==> src/mem_geom_pkg.sv <==
//----------------------------------------------------------------------------
// memory geometry for the SDRAM traffic generator
// local port widths, burst shape, sweep limits and the address struct
//----------------------------------------------------------------------------
`default_nettype none

package mem_geom_pkg;

  // local data port, one byte per lane
  localparam int data_width = 32;
  localparam int lane_count = data_width / 8;

  // address field widths
  localparam int bank_width = 2;
  localparam int row_width  = 13;
  localparam int col_width  = 10;
  localparam int size_width = 7;

  // two beats per burst, so the column moves four per burst
  localparam int burst_len = 2;
  localparam int col_step  = 4;

  // inclusive sweep limits, 5 x 4 x 4 bursts per pass
  localparam int max_col  = 16;
  localparam int max_row  = 3;
  localparam int max_bank = 3;

  typedef struct packed {
    logic [bank_width-1:0] bank;
    logic [row_width-1:0]  row;
    logic [col_width-1:0]  col;
  } mem_addr_t;

endpackage

`default_nettype wire

==> src/traffic_pkg.sv <==
//----------------------------------------------------------------------------
// traffic generator types
// controller states, local command, beat strobes, status and LFSR constants
//----------------------------------------------------------------------------
`default_nettype none

package traffic_pkg;

  typedef enum logic [2:0] {
    idle,
    seq_write,
    seq_read,
    mask_zero,
    mask_write,
    mask_read,
    drain,
    done
  } traffic_state_t;

  // local command port of the controller
  typedef struct packed {
    logic                                   write_req;
    logic                                   read_req;
    logic                                   burst_begin;
    mem_geom_pkg::mem_addr_t                addr;
    logic [mem_geom_pkg::size_width-1:0]    size;
    logic [mem_geom_pkg::lane_count-1:0]    be;
    logic [mem_geom_pkg::data_width-1:0]    wdata;
  } local_cmd_t;

  // accepted transfers, one cycle each
  typedef struct packed {
    logic wr_beat;
    logic rd_accept;
    logic rd_beat;
  } beat_evt_t;

  typedef struct packed {
    logic seq_mode;
    logic mask_mode;
    logic complete;
  } test_status_t;

  // per-lane LFSR seeds, lane 0 in the low byte
  localparam logic [3:0][7:0] lane_seeds = {8'd31, 8'd21, 8'd11, 8'd1};

  // x^8 + x^6 + x^5 + x^4
  localparam logic [7:0] lfsr_taps = 8'b1011_1000;

endpackage

`default_nettype wire

==> src/traffic_fsm.sv <==
//----------------------------------------------------------------------------
// traffic FSM
// runs the sequential-address test then the byte-mask test, then stops
//----------------------------------------------------------------------------
`timescale 1ns/1ns
`default_nettype none

module traffic_fsm (
  input  logic                      clk,
  input  logic                      reset_n,
  input  logic                      local_ready,
  input  logic                      local_rdata_valid,
  input  logic                      beat_last,
  input  logic                      sweep_end,
  input  logic                      reads_idle,
  output traffic_pkg::local_cmd_t   cmd_ctl,
  output traffic_pkg::beat_evt_t    evt,
  output logic                      sweep_restart,
  output logic                      pattern_restart,
  output logic                      mask_restart,
  output logic                      zero_fill,
  output traffic_pkg::test_status_t status
);

  import mem_geom_pkg::*;
  import traffic_pkg::*;

  traffic_state_t state;
  logic           write_req;
  logic           read_req;
  logic           burst_begin;
  logic           seq_mode;
  logic           mask_mode;
  logic           complete;
  logic           wr_end;
  logic           mask_begin;

  // the only place local_ready is looked at
  assign evt.wr_beat   = write_req & local_ready;
  assign evt.rd_accept = read_req & local_ready;
  assign evt.rd_beat   = local_rdata_valid;

  // last write of a pass, the next pass starts from a clean sweep
  assign wr_end     = evt.wr_beat & sweep_end;
  assign mask_begin = (state == drain) & reads_idle & ~mask_mode;

  assign sweep_restart   = (state == idle) | mask_begin | wr_end;
  assign pattern_restart = (state == idle) | wr_end;
  assign mask_restart    = wr_end & mask_mode;
  assign zero_fill       = (state == mask_zero);

  always_comb
  begin
    cmd_ctl             = '0;
    cmd_ctl.write_req   = write_req;
    cmd_ctl.read_req    = read_req;
    cmd_ctl.burst_begin = burst_begin;
    cmd_ctl.size        = size_width'(burst_len);
  end

  assign status.seq_mode  = seq_mode;
  assign status.mask_mode = mask_mode;
  assign status.complete  = complete;

  //--------------------------------------------------------------------------
  // test sequencing
  //--------------------------------------------------------------------------
  always_ff @(posedge clk or negedge reset_n)
  begin
    if (!reset_n)
    begin
      state       <= idle;
      write_req   <= 1'b0;
      read_req    <= 1'b0;
      burst_begin <= 1'b0;
      seq_mode    <= 1'b0;
      mask_mode   <= 1'b0;
      complete    <= 1'b0;
    end
    else
    begin
      case (state)
        idle:
        begin
          write_req   <= 1'b1;
          burst_begin <= 1'b1;
          seq_mode    <= 1'b1;
          state       <= seq_write;
        end
        seq_write, mask_zero, mask_write:
        begin
          // mask_write is entered with write_req low for one cycle
          if (!write_req)
          begin
            write_req   <= 1'b1;
            burst_begin <= 1'b1;
          end
          else if (evt.wr_beat)
          begin
            burst_begin <= beat_last;
            if (sweep_end)
            begin
              write_req   <= 1'b0;
              burst_begin <= 1'b1;
              if (state == mask_zero)
                state <= mask_write;
              else
              begin
                read_req <= 1'b1;
                state    <= (state == seq_write) ? seq_read : mask_read;
              end
            end
          end
        end
        seq_read, mask_read:
        begin
          // every read request is its own burst
          if (evt.rd_accept && sweep_end)
          begin
            read_req    <= 1'b0;
            burst_begin <= 1'b0;
            state       <= drain;
          end
        end
        drain:
        begin
          if (reads_idle)
          begin
            if (mask_mode)
            begin
              mask_mode <= 1'b0;
              complete  <= 1'b1;
              state     <= done;
            end
            else
            begin
              seq_mode    <= 1'b0;
              mask_mode   <= 1'b1;
              write_req   <= 1'b1;
              burst_begin <= 1'b1;
              state       <= mask_zero;
            end
          end
        end
        done:
        begin
          state <= done;
        end
        default:
        begin
          state <= idle;
        end
      endcase
    end
  end

endmodule

`default_nettype wire

==> src/addr_sweep_counter.sv <==
//----------------------------------------------------------------------------
// address sweep counter
// column, row, bank sweep plus burst beat and outstanding read counts
//----------------------------------------------------------------------------
`timescale 1ns/1ns
`default_nettype none

module addr_sweep_counter (
  input  logic                    clk,
  input  logic                    reset_n,
  input  traffic_pkg::beat_evt_t  evt,
  input  logic                    read_pass,
  input  logic                    sweep_restart,
  output mem_geom_pkg::mem_addr_t addr,
  output logic                    beat_last,
  output logic                    sweep_end,
  output logic                    reads_idle
);

  import mem_geom_pkg::*;
  import traffic_pkg::*;

  logic [size_width-1:0] beat_cnt;
  logic [7:0]            reads_out;
  logic                  at_max;
  logic                  addr_step;

  assign beat_last = (beat_cnt == size_width'(burst_len - 1));
  assign at_max    = (addr.col == col_width'(max_col)) &&
                     (addr.row == row_width'(max_row)) &&
                     (addr.bank == bank_width'(max_bank));

  // a read consumes its address at once, a write only on its last beat
  assign sweep_end = at_max & (read_pass | beat_last);
  assign addr_step = (evt.wr_beat & beat_last) | evt.rd_accept;

  assign reads_idle = (reads_out == '0);

  //--------------------------------------------------------------------------
  // address and beat count
  //--------------------------------------------------------------------------
  always_ff @(posedge clk or negedge reset_n)
  begin
    if (!reset_n)
    begin
      addr     <= '0;
      beat_cnt <= '0;
    end
    else if (sweep_restart)
    begin
      addr     <= '0;
      beat_cnt <= '0;
    end
    else
    begin
      if (evt.wr_beat)
        beat_cnt <= beat_last ? '0 : beat_cnt + 1'b1;
      if (addr_step)
      begin
        if (addr.col >= col_width'(max_col))
        begin
          addr.col <= '0;
          if (addr.row == row_width'(max_row))
          begin
            addr.row  <= '0;
            addr.bank <= (addr.bank == bank_width'(max_bank)) ? '0 : addr.bank + 1'b1;
          end
          else
            addr.row <= addr.row + 1'b1;
        end
        else
          addr.col <= addr.col + col_width'(col_step);
      end
    end
  end

  // outstanding read beats
  always_ff @(posedge clk or negedge reset_n)
  begin
    if (!reset_n)
      reads_out <= '0;
    else if (evt.rd_accept && evt.rd_beat)
      reads_out <= reads_out + 8'(burst_len - 1);
    else if (evt.rd_accept)
      reads_out <= reads_out + 8'(burst_len);
    else if (evt.rd_beat && !reads_idle)
      reads_out <= reads_out - 1'b1;
  end

endmodule

`default_nettype wire

==> src/pattern_gen.sv <==
//----------------------------------------------------------------------------
// pattern generator
// one 8-bit LFSR per byte lane and the walking byte enable
//----------------------------------------------------------------------------
`timescale 1ns/1ns
`default_nettype none

module pattern_gen (
  input  logic                                clk,
  input  logic                                reset_n,
  input  traffic_pkg::beat_evt_t              evt,
  input  logic                                pattern_restart,
  input  logic                                mask_restart,
  input  logic                                zero_fill,
  input  logic                                mask_mode,
  output logic [mem_geom_pkg::data_width-1:0] lane_data,
  output logic [mem_geom_pkg::lane_count-1:0] be
);

  import mem_geom_pkg::*;
  import traffic_pkg::*;

  logic beat_step;

  // zero writes do not consume pattern data
  assign beat_step = (evt.wr_beat & ~zero_fill) | evt.rd_beat;

  //--------------------------------------------------------------------------
  // lane LFSRs
  //--------------------------------------------------------------------------
  for (genvar i = 0; i < lane_count; i++)
  begin : g_lane
    logic [7:0] lfsr;

    always_ff @(posedge clk or negedge reset_n)
    begin
      if (!reset_n)
        lfsr <= lane_seeds[i];
      else if (pattern_restart)
        lfsr <= lane_seeds[i];
      else if (beat_step)
        lfsr <= {lfsr[6:0], ^(lfsr & lfsr_taps)};
    end

    assign lane_data[i*8 +: 8] = lfsr;
  end

  // walking enable, one lane per beat in the mask test
  always_ff @(posedge clk or negedge reset_n)
  begin
    if (!reset_n)
      be <= '1;
    else if (mask_restart)
      be <= lane_count'(1);
    else if (!mask_mode || zero_fill)
      be <= '1;
    else if (beat_step)
      be <= {be[lane_count-2:0], be[lane_count-1]};
  end

endmodule

`default_nettype wire

==> src/read_checker.sv <==
//----------------------------------------------------------------------------
// read checker
// per-lane compare of read data against the regenerated pattern
//----------------------------------------------------------------------------
`timescale 1ns/1ns
`default_nettype none

module read_checker (
  input  logic                                clk,
  input  logic                                reset_n,
  input  logic                                rd_beat,
  input  logic [mem_geom_pkg::data_width-1:0] lane_data,
  input  logic [mem_geom_pkg::lane_count-1:0] be,
  input  logic [mem_geom_pkg::data_width-1:0] local_rdata,
  output logic [mem_geom_pkg::lane_count-1:0] pnf_per_byte,
  output logic                                pnf_persist
);

  import mem_geom_pkg::*;

  logic [lane_count-1:0] compare;
  logic [lane_count-1:0] compare_q;
  logic [lane_count-1:0] compare_valid;
  logic                  rd_beat_q;
  logic                  seen;
  logic                  persist_q;

  // disabled lanes are expected to read back as zero
  for (genvar i = 0; i < lane_count; i++)
  begin : g_cmp
    assign compare[i] = ((lane_data[i*8 +: 8] & {8{be[i]}}) == local_rdata[i*8 +: 8]);
  end

  //--------------------------------------------------------------------------
  // three stage result pipeline
  //--------------------------------------------------------------------------
  always_ff @(posedge clk or negedge reset_n)
  begin
    if (!reset_n)
    begin
      compare_q     <= '1;
      rd_beat_q     <= 1'b0;
      compare_valid <= '1;
      seen          <= 1'b0;
      persist_q     <= 1'b0;
      pnf_per_byte  <= '1;
      pnf_persist   <= 1'b0;
    end
    else
    begin
      compare_q <= compare;
      rd_beat_q <= rd_beat;
      if (rd_beat_q)
      begin
        compare_valid <= compare_q;
        seen          <= 1'b1;
        // once low, stays low
        persist_q     <= (&compare_q) & (persist_q | ~seen);
      end
      pnf_per_byte <= compare_valid;
      pnf_persist  <= persist_q;
    end
  end

endmodule

`default_nettype wire

==> src/sdram_traffic_gen.sv <==
//----------------------------------------------------------------------------
// SDRAM traffic generator top
// drives the burst command port and reports per-lane pass flags
//----------------------------------------------------------------------------
`timescale 1ns/1ns
`default_nettype none

module sdram_traffic_gen (
  input  logic                                clk,
  input  logic                                reset_n,
  input  logic                                local_ready,
  input  logic [mem_geom_pkg::data_width-1:0] local_rdata,
  input  logic                                local_rdata_valid,
  output traffic_pkg::local_cmd_t             cmd,
  output logic [mem_geom_pkg::lane_count-1:0] pnf_per_byte,
  output logic                                pnf_persist,
  output traffic_pkg::test_status_t           status
);

  import mem_geom_pkg::*;
  import traffic_pkg::*;

  local_cmd_t            cmd_ctl;
  beat_evt_t             evt;
  mem_addr_t             addr;
  logic                  beat_last;
  logic                  sweep_end;
  logic                  reads_idle;
  logic                  sweep_restart;
  logic                  pattern_restart;
  logic                  mask_restart;
  logic                  zero_fill;
  logic [data_width-1:0] lane_data;
  logic [lane_count-1:0] be;

  traffic_fsm u_fsm (
    .clk               (clk),
    .reset_n           (reset_n),
    .local_ready       (local_ready),
    .local_rdata_valid (local_rdata_valid),
    .beat_last         (beat_last),
    .sweep_end         (sweep_end),
    .reads_idle        (reads_idle),
    .cmd_ctl           (cmd_ctl),
    .evt               (evt),
    .sweep_restart     (sweep_restart),
    .pattern_restart   (pattern_restart),
    .mask_restart      (mask_restart),
    .zero_fill         (zero_fill),
    .status            (status)
  );

  addr_sweep_counter u_sweep (
    .clk           (clk),
    .reset_n       (reset_n),
    .evt           (evt),
    .read_pass     (cmd_ctl.read_req),
    .sweep_restart (sweep_restart),
    .addr          (addr),
    .beat_last     (beat_last),
    .sweep_end     (sweep_end),
    .reads_idle    (reads_idle)
  );

  pattern_gen u_pattern (
    .clk             (clk),
    .reset_n         (reset_n),
    .evt             (evt),
    .pattern_restart (pattern_restart),
    .mask_restart    (mask_restart),
    .zero_fill       (zero_fill),
    .mask_mode       (status.mask_mode),
    .lane_data       (lane_data),
    .be              (be)
  );

  read_checker u_checker (
    .clk          (clk),
    .reset_n      (reset_n),
    .rd_beat      (evt.rd_beat),
    .lane_data    (lane_data),
    .be           (be),
    .local_rdata  (local_rdata),
    .pnf_per_byte (pnf_per_byte),
    .pnf_persist  (pnf_persist)
  );

  // control bits from the FSM, payload from the generators
  always_comb
  begin
    cmd       = cmd_ctl;
    cmd.addr  = addr;
    cmd.be    = be;
    cmd.wdata = zero_fill ? '0 : lane_data;
  end

endmodule

`default_nettype wire

==> config.mk <==
export PLATFORM = sky130hd
export DESIGN_NAME = sdram_traffic_gen
export DESIGN_NICKNAME = d
export VERILOG_FILES = /design/src/mem_geom_pkg.sv /design/src/traffic_pkg.sv /design/src/traffic_fsm.sv /design/src/addr_sweep_counter.sv /design/src/pattern_gen.sv /design/src/read_checker.sv /design/src/sdram_traffic_gen.sv
export SDC_FILE = /design/constraint.sdc
export NUM_CORES = 1
export LEC_CHECK = 0
export ABC_CLOCK_PERIOD_IN_PS = 5820
export BUFFER_PORTS_ARGS = -buffer_cell sky130_fd_sc_hd__buf_2
export CAP_MARGIN = 20
export CORE_MARGIN = 2
export CORE_UTILIZATION = 57
export DETAILED_ROUTE_END_ITERATION = 8
export PLACE_DENSITY = 0.8
export SETUP_SLACK_MARGIN = 0.15
export SLEW_MARGIN = 15
export SYNTH_ARGS = -nofsm -noshare
export SYNTH_HDL_FRONTEND = slang
export SYNTH_SLANG_ARGS = --single-unit
==> constraint.sdc <==
create_clock -name clk -period 5.82 [get_ports clk]
set_input_delay 1.164 -clock clk [delete_from_list [all_inputs] [get_ports clk]]
set_output_delay 1.164 -clock clk [all_outputs]
set_load 0.02 [all_outputs]
==> impl_metrics.toml, run 1 <==
[setup_path]
cp_max_fo = 27
path_cells = "nand3b_1, buf_6, and2_1, buf_2"
critPathLaunchType = "flip-flop"
crit_arrival_ns = 2.13
critPathKind = "reg2out"
cp_data_required_time_ns = 4.66
slowest_stage = "dfrtp_1"
max_stage_delay_ns = 0.56
end_kind = "output port"

[clock_network]
cts_buffers = 9
clock-sinks = 99
path_clk_slew_ns = 0.09
insertion_delay_ns = 0.35
cts-root-to-sink-buffers = 2
postCtsSetupRepairBufs = 0
root_buffer = "clkbuf_8"
ctsResizeCount = 0
h-tree-depth = 3
cts_tree = "built"
cts_hold_buf = 0

[synth]
avgSynthCellArea_sq_um = 8.56
yosys.area.top_type = "dfrtp_1"
synth-edff-count = 0
netlist_area_sq_um = 6050
ys_types = 63
yosysWarnings = 0
syn_inst = 706
synth_ff_type = "dfrtp_1"
synth_seq_cells = 99
async_flop_share_pct = 100
synth-seq-area-share_pct = 41.6
synth.top_cell.area_share_pct = 29.4
synth.area.top_cells = "dfrtp_1, dfstp_2, nand2_1"
synth_most_common_cell = "nand2_1"
synth_commonest_cells = "nand2_1, dfrtp_1, o21ai_0"

[die]
die_w_um = 107
core_sq_um = 10300
die_y_um = 107
start_util_pct = 58.6
row_count = 37
die_area_sq_um = 11400
io_pins = 115

[placement]
io_buffers = 105
place.gp.congestion = 0.947
hpwl_um = 10200
place_area_sq_um = 6520
place_ws_ns = 2.43

[outcome]
run_status = "finished, final reports clean"

[sta]
fin_ws_ns = 2.53
hold_viol_final = 0
fin_crit_sh_pct = 56.5
drv_slew = 0
final.min_clock_period_ns = 3.29
max_slew.worst_pin.slew_ns = 1.02
skew_ns = 0.00445
maxSlewHeadroom_pct = 32.0
setup_viol = 0
fin_setup_tns_ns = 0
timing.fmax_ghz = 0.304
rsz0062_at_grt = "false"

[routing]
post_drt_wl_per_cell_um = 15.5
drt-initial-drc-count = 443
routed_wl_um = 14300
drtAntennaViolNets = 0
drc = 0
vias = 5433
vias_per_cell = 5.91
first_pass_iters = 5

[pwr]
leakage_uw = 0.00301
ir_worst_vdd_mv = 0.182
p_per_area_nw_per_um2 = 371
total_power_uw = 2500

[finish]
fin_nets = 826
n_fill_cell = 838
fin_area_sq_um = 6740
syn_to_final_growth_pct = 11.4
layout-drive-gt1-share_pct = 21.3
antenna_cells = 0

[global_route]
grt_antenna_before_repair = 0
grt_pass1_wl_um = 23700
grt_max_degree = 60
grt_pass1_vias = 5031
grt_usage_pct = 25.5
overflow = 0

[min_path]
hold_class = "reg2reg"

[run]
maxCapViolCount = 0
[critical path, delay by kind of cell, from the launching register on]
family                 cells  cell delay, ns
AND/OR/NAND/NOR            2            0.71
flip-flops                 1            0.56
buffers and inverters      2            0.49
[layout by cell type (no fill, tap or decap), types with 4 or more instances in the layout]
cell type and count:
nand4_1 6, nand2_1 92, nor4_1 8, clkbuf_8 9, buf_2 104, nand3_1 51
nand2b_1 4, mux2_2 4, a22oi_1 18, dfstp_2 28, inv_1 15, mux2i_1 5
and3_1 11, o21ai_0 55, conb_1 9, a21oi_1 46, o31ai_1 5, nor2_1 45
nand3b_1 21, or3_1 5, ha_1 11, nor3_1 8, and2_1 37, xnor2_1 34
o211ai_1 11, a31oi_1 8, dfrtp_1 71
[power breakdown]
group          internal (uW)  total [uW]  leakage (uW)  switching (uW)
Sequential               868        1120       0.00120             248
Combinational            428         915       0.00171             487
Clock                    239         466     0.0000984             227
Total                   1530        2500       0.00301             962
[final timing paths]
path                                          endpoint  cells after the start  slack (ns)                        from
max reg2reg                u_pattern.g_lane[2].lfsr[7]                      6        2.74            u_sweep.addr[10]
max in group asynchronous          u_sweep.beat_cnt[1]                      2        3.94                     reset_n
min                          u_checker.pnf_per_byte[0]                      0        0.37  u_checker.compare_valid[0]
max                                            cmd[26]                      4        2.53              u_fsm.state[2]
min in group asynchronous         u_sweep.reads_out[3]                      1        0.77                     reset_n
min reg2reg                  u_checker.pnf_per_byte[0]                      0        0.37  u_checker.compare_valid[0]
[layer usage]
layer,track usage [%],vias to the layer above,part of all wire [%]
li1,-,2613,-
met1,34.0,2611,43
met2,43.6,195,50
met3,3.40,14,5.7
met4,7.33,0,1.0
met5,0,-,0
[area by class of cell]
type | count | area [sq um] | share of cell area, %
inverters | 15 | 56.3 | 0.836
clock buffers | 10 | 128 | 1.89
well taps | 136 | 170 | 2.53
repair buffers | 108 | 554 | 8.23
clock inverters | 5 | 80.1 | 1.19
multi-input cells | 546 | 3240 | 48.0
flip-flops and latches | 99 | 2510 | 37.3
[stage by stage]
step	hold WS (ns)	util, %	std cells
2_1_floorplan	0.352	-	713
3_3_place_gp	0.356	63.1	903
3_5_place_dp	0.357	63.1	903
4_1_cts	0.370	65.2	918
5_1_grt	0.373	65.3	919
6_report	0.370	65.3	919
[kinds of logic after synthesis]
logic type,Yosys count,share of synthesized area (%)
AO/OA/AOI/OAI,172,17.4
XOR/XNOR,37,5.36
adder cells (fa/ha/maj),11,2.28
buffers and inverters,68,5.40
flip-flops,99,41.6
multiplexers,9,1.57
other,2,0.124
AND/OR/NAND/NOR,308,26.3
[registers in the layout (all words and copies together), names as in the netlist, 3 cells and up]
name	cells
u_checker.pnf_per_byte	4
u_pattern.be	4
u_checker.compare_valid	4
u_checker.compare_q	4
u_sweep.beat_cnt	7
u_sweep.reads_out	8
u_fsm.state	3
u_pattern.g_lane.lfsr	32
u_sweep.addr	23
No activity file was read; power rests on OpenSTA's default activity.
==> run 2: changes to the inputs <==
Settings changed: ABC_AREA set to 1, ABC_CLOCK_PERIOD_IN_PS 5820 to 2900, CORE_UTILIZATION 57 to 51, PLACE_DENSITY 0.8 to 0.76.
Clock period 5.82 ns to 2.9 ns, I/O delays scaled along.
==> run 2 against run 1 <==
Register-to-register slack worse by 2.2 ns. Synthesized cell count increased by 6.4%. Sequential cell count did not move. Clock skew increased by 0.0053 ns. Design area down 0.24%. Hold slack got worse by 0.13 ns. First-iteration DRC count decreased by 23%. Sequential share of layout area up 0.090 points. Sequential power up 84%. Setup slack got worse by 2.2 ns. Utilization is 5.9 points lower. Largest power group unchanged.
==> impl_metrics.toml, run 2 <==
[setup_path]
critPathKind = "reg2out"
startpoint = "u_fsm.state[0]"
cp_data_required_time_ns = 2.32
r2r_setup_slack_ns = 0.56
crit_end = "cmd[10]"
r2r_start = "u_sweep.addr[10]"
end_kind = "output port"
critPathLaunchType = "flip-flop"
reg2reg_to = "u_pattern.g_lane[2].lfsr[6]"
cp_max_fo = 34
crit_arrival_ns = 1.95
r2r_cells = 10

[synth]
avgSynthCellArea_sq_um = 7.84
synth.top_cell.area_share_pct = 30.2
netlist_area_sq_um = 5890
async_flop_share_pct = 100
synth_seq_cells = 99
synthMuxAreaShare_pct = 0
synth_most_common_cell = "nand2_1"
synth-edff-count = 0
synth_ff_type = "dfrtp_1"
synth-xor-area-share_pct = 9.08
synth_compound_area_share_pct = 7.93
yosysWarnings = 0
yosys.area_share.adder_pct = 2.34
synthSimpleGateAreaFrac_pct = 27.7
synth_top_family_by_area = "simple AND/OR/NAND/NOR gates"
synth-seq-area-share_pct = 42.7
synth.area.top_cells = "dfrtp_1, dfstp_2, nand2_1"
syn_inst = 751
yosys.area.top_type = "dfrtp_1"
ys_types = 40
synth_commonest_cells = "nand2_1, inv_1, nor2_1"

[finish]
largest_register_ffs = 32
layout-drive-gt1-share_pct = 20.4
n_fill_cell = 1058
postLayoutCoreUtil_pct = 59.4
top_regs = "u_pattern.g_lane.lfsr x32, u_sweep.addr x23, u_sweep.reads_out x8"
syn_to_final_growth_pct = 14.2
layout_common_cells = "nand2_1, buf_2, inv_1"
layout_commonest_cell = "nand2_1"
antenna_cells = 0
fin_nets = 888
fin_cells = 989
largest_register = "u_pattern.g_lane.lfsr"

[routing]
drtAntennaViolNets = 0
drc = 0
routed_wl_um = 12700
first_pass_iters = 5
vias = 5063
drt-initial-drc-count = 342
post_drt_wl_per_cell_um = 12.9
vias_per_cell = 5.12

[min_path]
hold_class = "in2async"

[global_route]
grt_usage_pct = 21.3
grt_pass1_vias = 4698
grt_max_degree = 55
grt_antenna_before_repair = 0
grt_pass1_wl_um = 21900
overflow = 0

[run]
maxCapViolCount = 0

[clock_network]
clock-sinks = 99
cts_buffers = 9
cts_tree = "built"
h-tree-depth = 3
cts-root-to-sink-buffers = 2
cts_hold_buf = 0
root_buffer = "clkbuf_16"
ctsResizeCount = 0
path_clk_slew_ns = 0.07
postCtsSetupRepairBufs = 0
insertion_delay_ns = 0.35

[sta]
hold_viol_final = 0
drv_slew = 0
max_slew.worst_pin.slew_ns = 0.589
holdWs_ns = 0.241
fin_crit_sh_pct = 87.4
rsz0062_at_grt = "false"
maxSlewHeadroom_pct = 60.7
timing.fmax_ghz = 0.395
fin_setup_tns_ns = 0
skew_ns = 0.00976
setup_viol = 0
final.min_clock_period_ns = 2.53

[placement]
io_buffers = 105
hpwl_um = 9360
place.gp.congestion = 0.893
placed_cells_incl_taps = 973

[pwr]
p_comb_share_pct = 36.1
clkPwrFrac_pct = 23.9
ir_worst_vdd_mv = 0.485
p_sw_share_pct = 37.9
p_per_area_nw_per_um2 = 767
p_switching_uw = 1950
leakage_uw = 0.00352
total_power_uw = 5150
internal_power_uw = 3200
power_frac_seq_pct = 40.0

[die]
die_w_um = 111
core_sq_um = 11300
die_y_um = 111
io_pins = 115
start_util_pct = 52.0
die_area_sq_um = 12400
row_count = 39

[outcome]
run_status = "finished, final reports clean"
## run 2: changes by cell type after synthesis, sizes merged, moves of 18 or more
cell    previous run  this run
clkbuf            27         7
a21oi             48        24
nor2              45        93
and2              38         3
nand3b            21         2
a22oi             18         0
xor2               3        22
inv               15        98
nand2             92       175
## run 2: cell type report
class / instances / area [sq um] / area share, %
flip-flops and latches: 99 / 2510 / 37.4
clock inverters: 6 / 70.1 / 1.04
inverters: 98 / 370 / 5.51
clock buffers: 10 / 239 / 3.56
multi-input cells: 527 / 2800 / 41.7
repair buffers: 106 / 548 / 8.15
well taps: 143 / 179 / 2.66
## run 2: power by group through the flow
| stage | Combinational, uW | Sequential (uW) | Clock [uW] |
|---|---|---|---|
| detailed placement | 1870 | 2080 | 0 |
| floorplan | 1420 | 2020 | 0 |
| CTS | 1880 | 2050 | 1260 |
| global placement | 1860 | 2070 | 0 |
| finish | 1860 | 2060 | 1230 |
| global route | 2100 | 2110 | 1330 |
## run 2: worst min-delay path by stage
stage | end | cells past startpoint | slack (ns) | startpoint
3_5_place_dp | u_checker.pnf_per_byte[0] | 0 | 0.36 | u_checker.compare_valid[0]
4_1_cts | u_sweep.addr[17] | 1 | 0.27 | reset_n
6_report | u_sweep.addr[15] | 1 | 0.24 | reset_n
5_1_grt | u_sweep.addr[9] | 1 | 0.30 | reset_n
2_1_floorplan | u_checker.persist_q | 0 | 0.28 | reset_n
3_3_place_gp | u_checker.pnf_per_byte[0] | 0 | 0.36 | u_checker.compare_valid[0]
## run 2: cell families (layout without fill, tap and decap cells)
group / count (synthesis) / count (layout)
AND/OR/NAND/NOR: 364 / 364
buffers and inverters: 132 / 220
flip-flops: 99 / 99
AO/OA/AOI/OAI: 82 / 82
XOR/XNOR: 61 / 61
adder cells (fa/ha/maj): 11 / 11
other: 2 / 9
## run 2: metrics by stage
step | worst slack (ns) | instance area [sq um]
finish | 0.366 | 6720
CTS | 0.333 | 6720
global placement | 0.597 | 6410
global route | 0.153 | 6720
detailed placement | 0.540 | 6410
floorplan | 0.983 | 5910
## run 2: critical path, cell delays in order, from the launching register on
cell and delay (ns):
dfrtp_1 0.42, inv_1 0.10, nor2_2 0.15, nand2_1 0.16
inv_2 0.45, nor2_1 0.13, buf_2 0.19
## run 2: routing by layer
metal | up-vias | track usage, % | wire length, um
li1 | 2535 | - | -
met1 | 2380 | 29.8 | 5950
met2 | 129 | 33.9 | 5940
met3 | 19 | 3.70 | 613
met4 | 0 | 6.75 | 216
met5 | - | 0 | 0
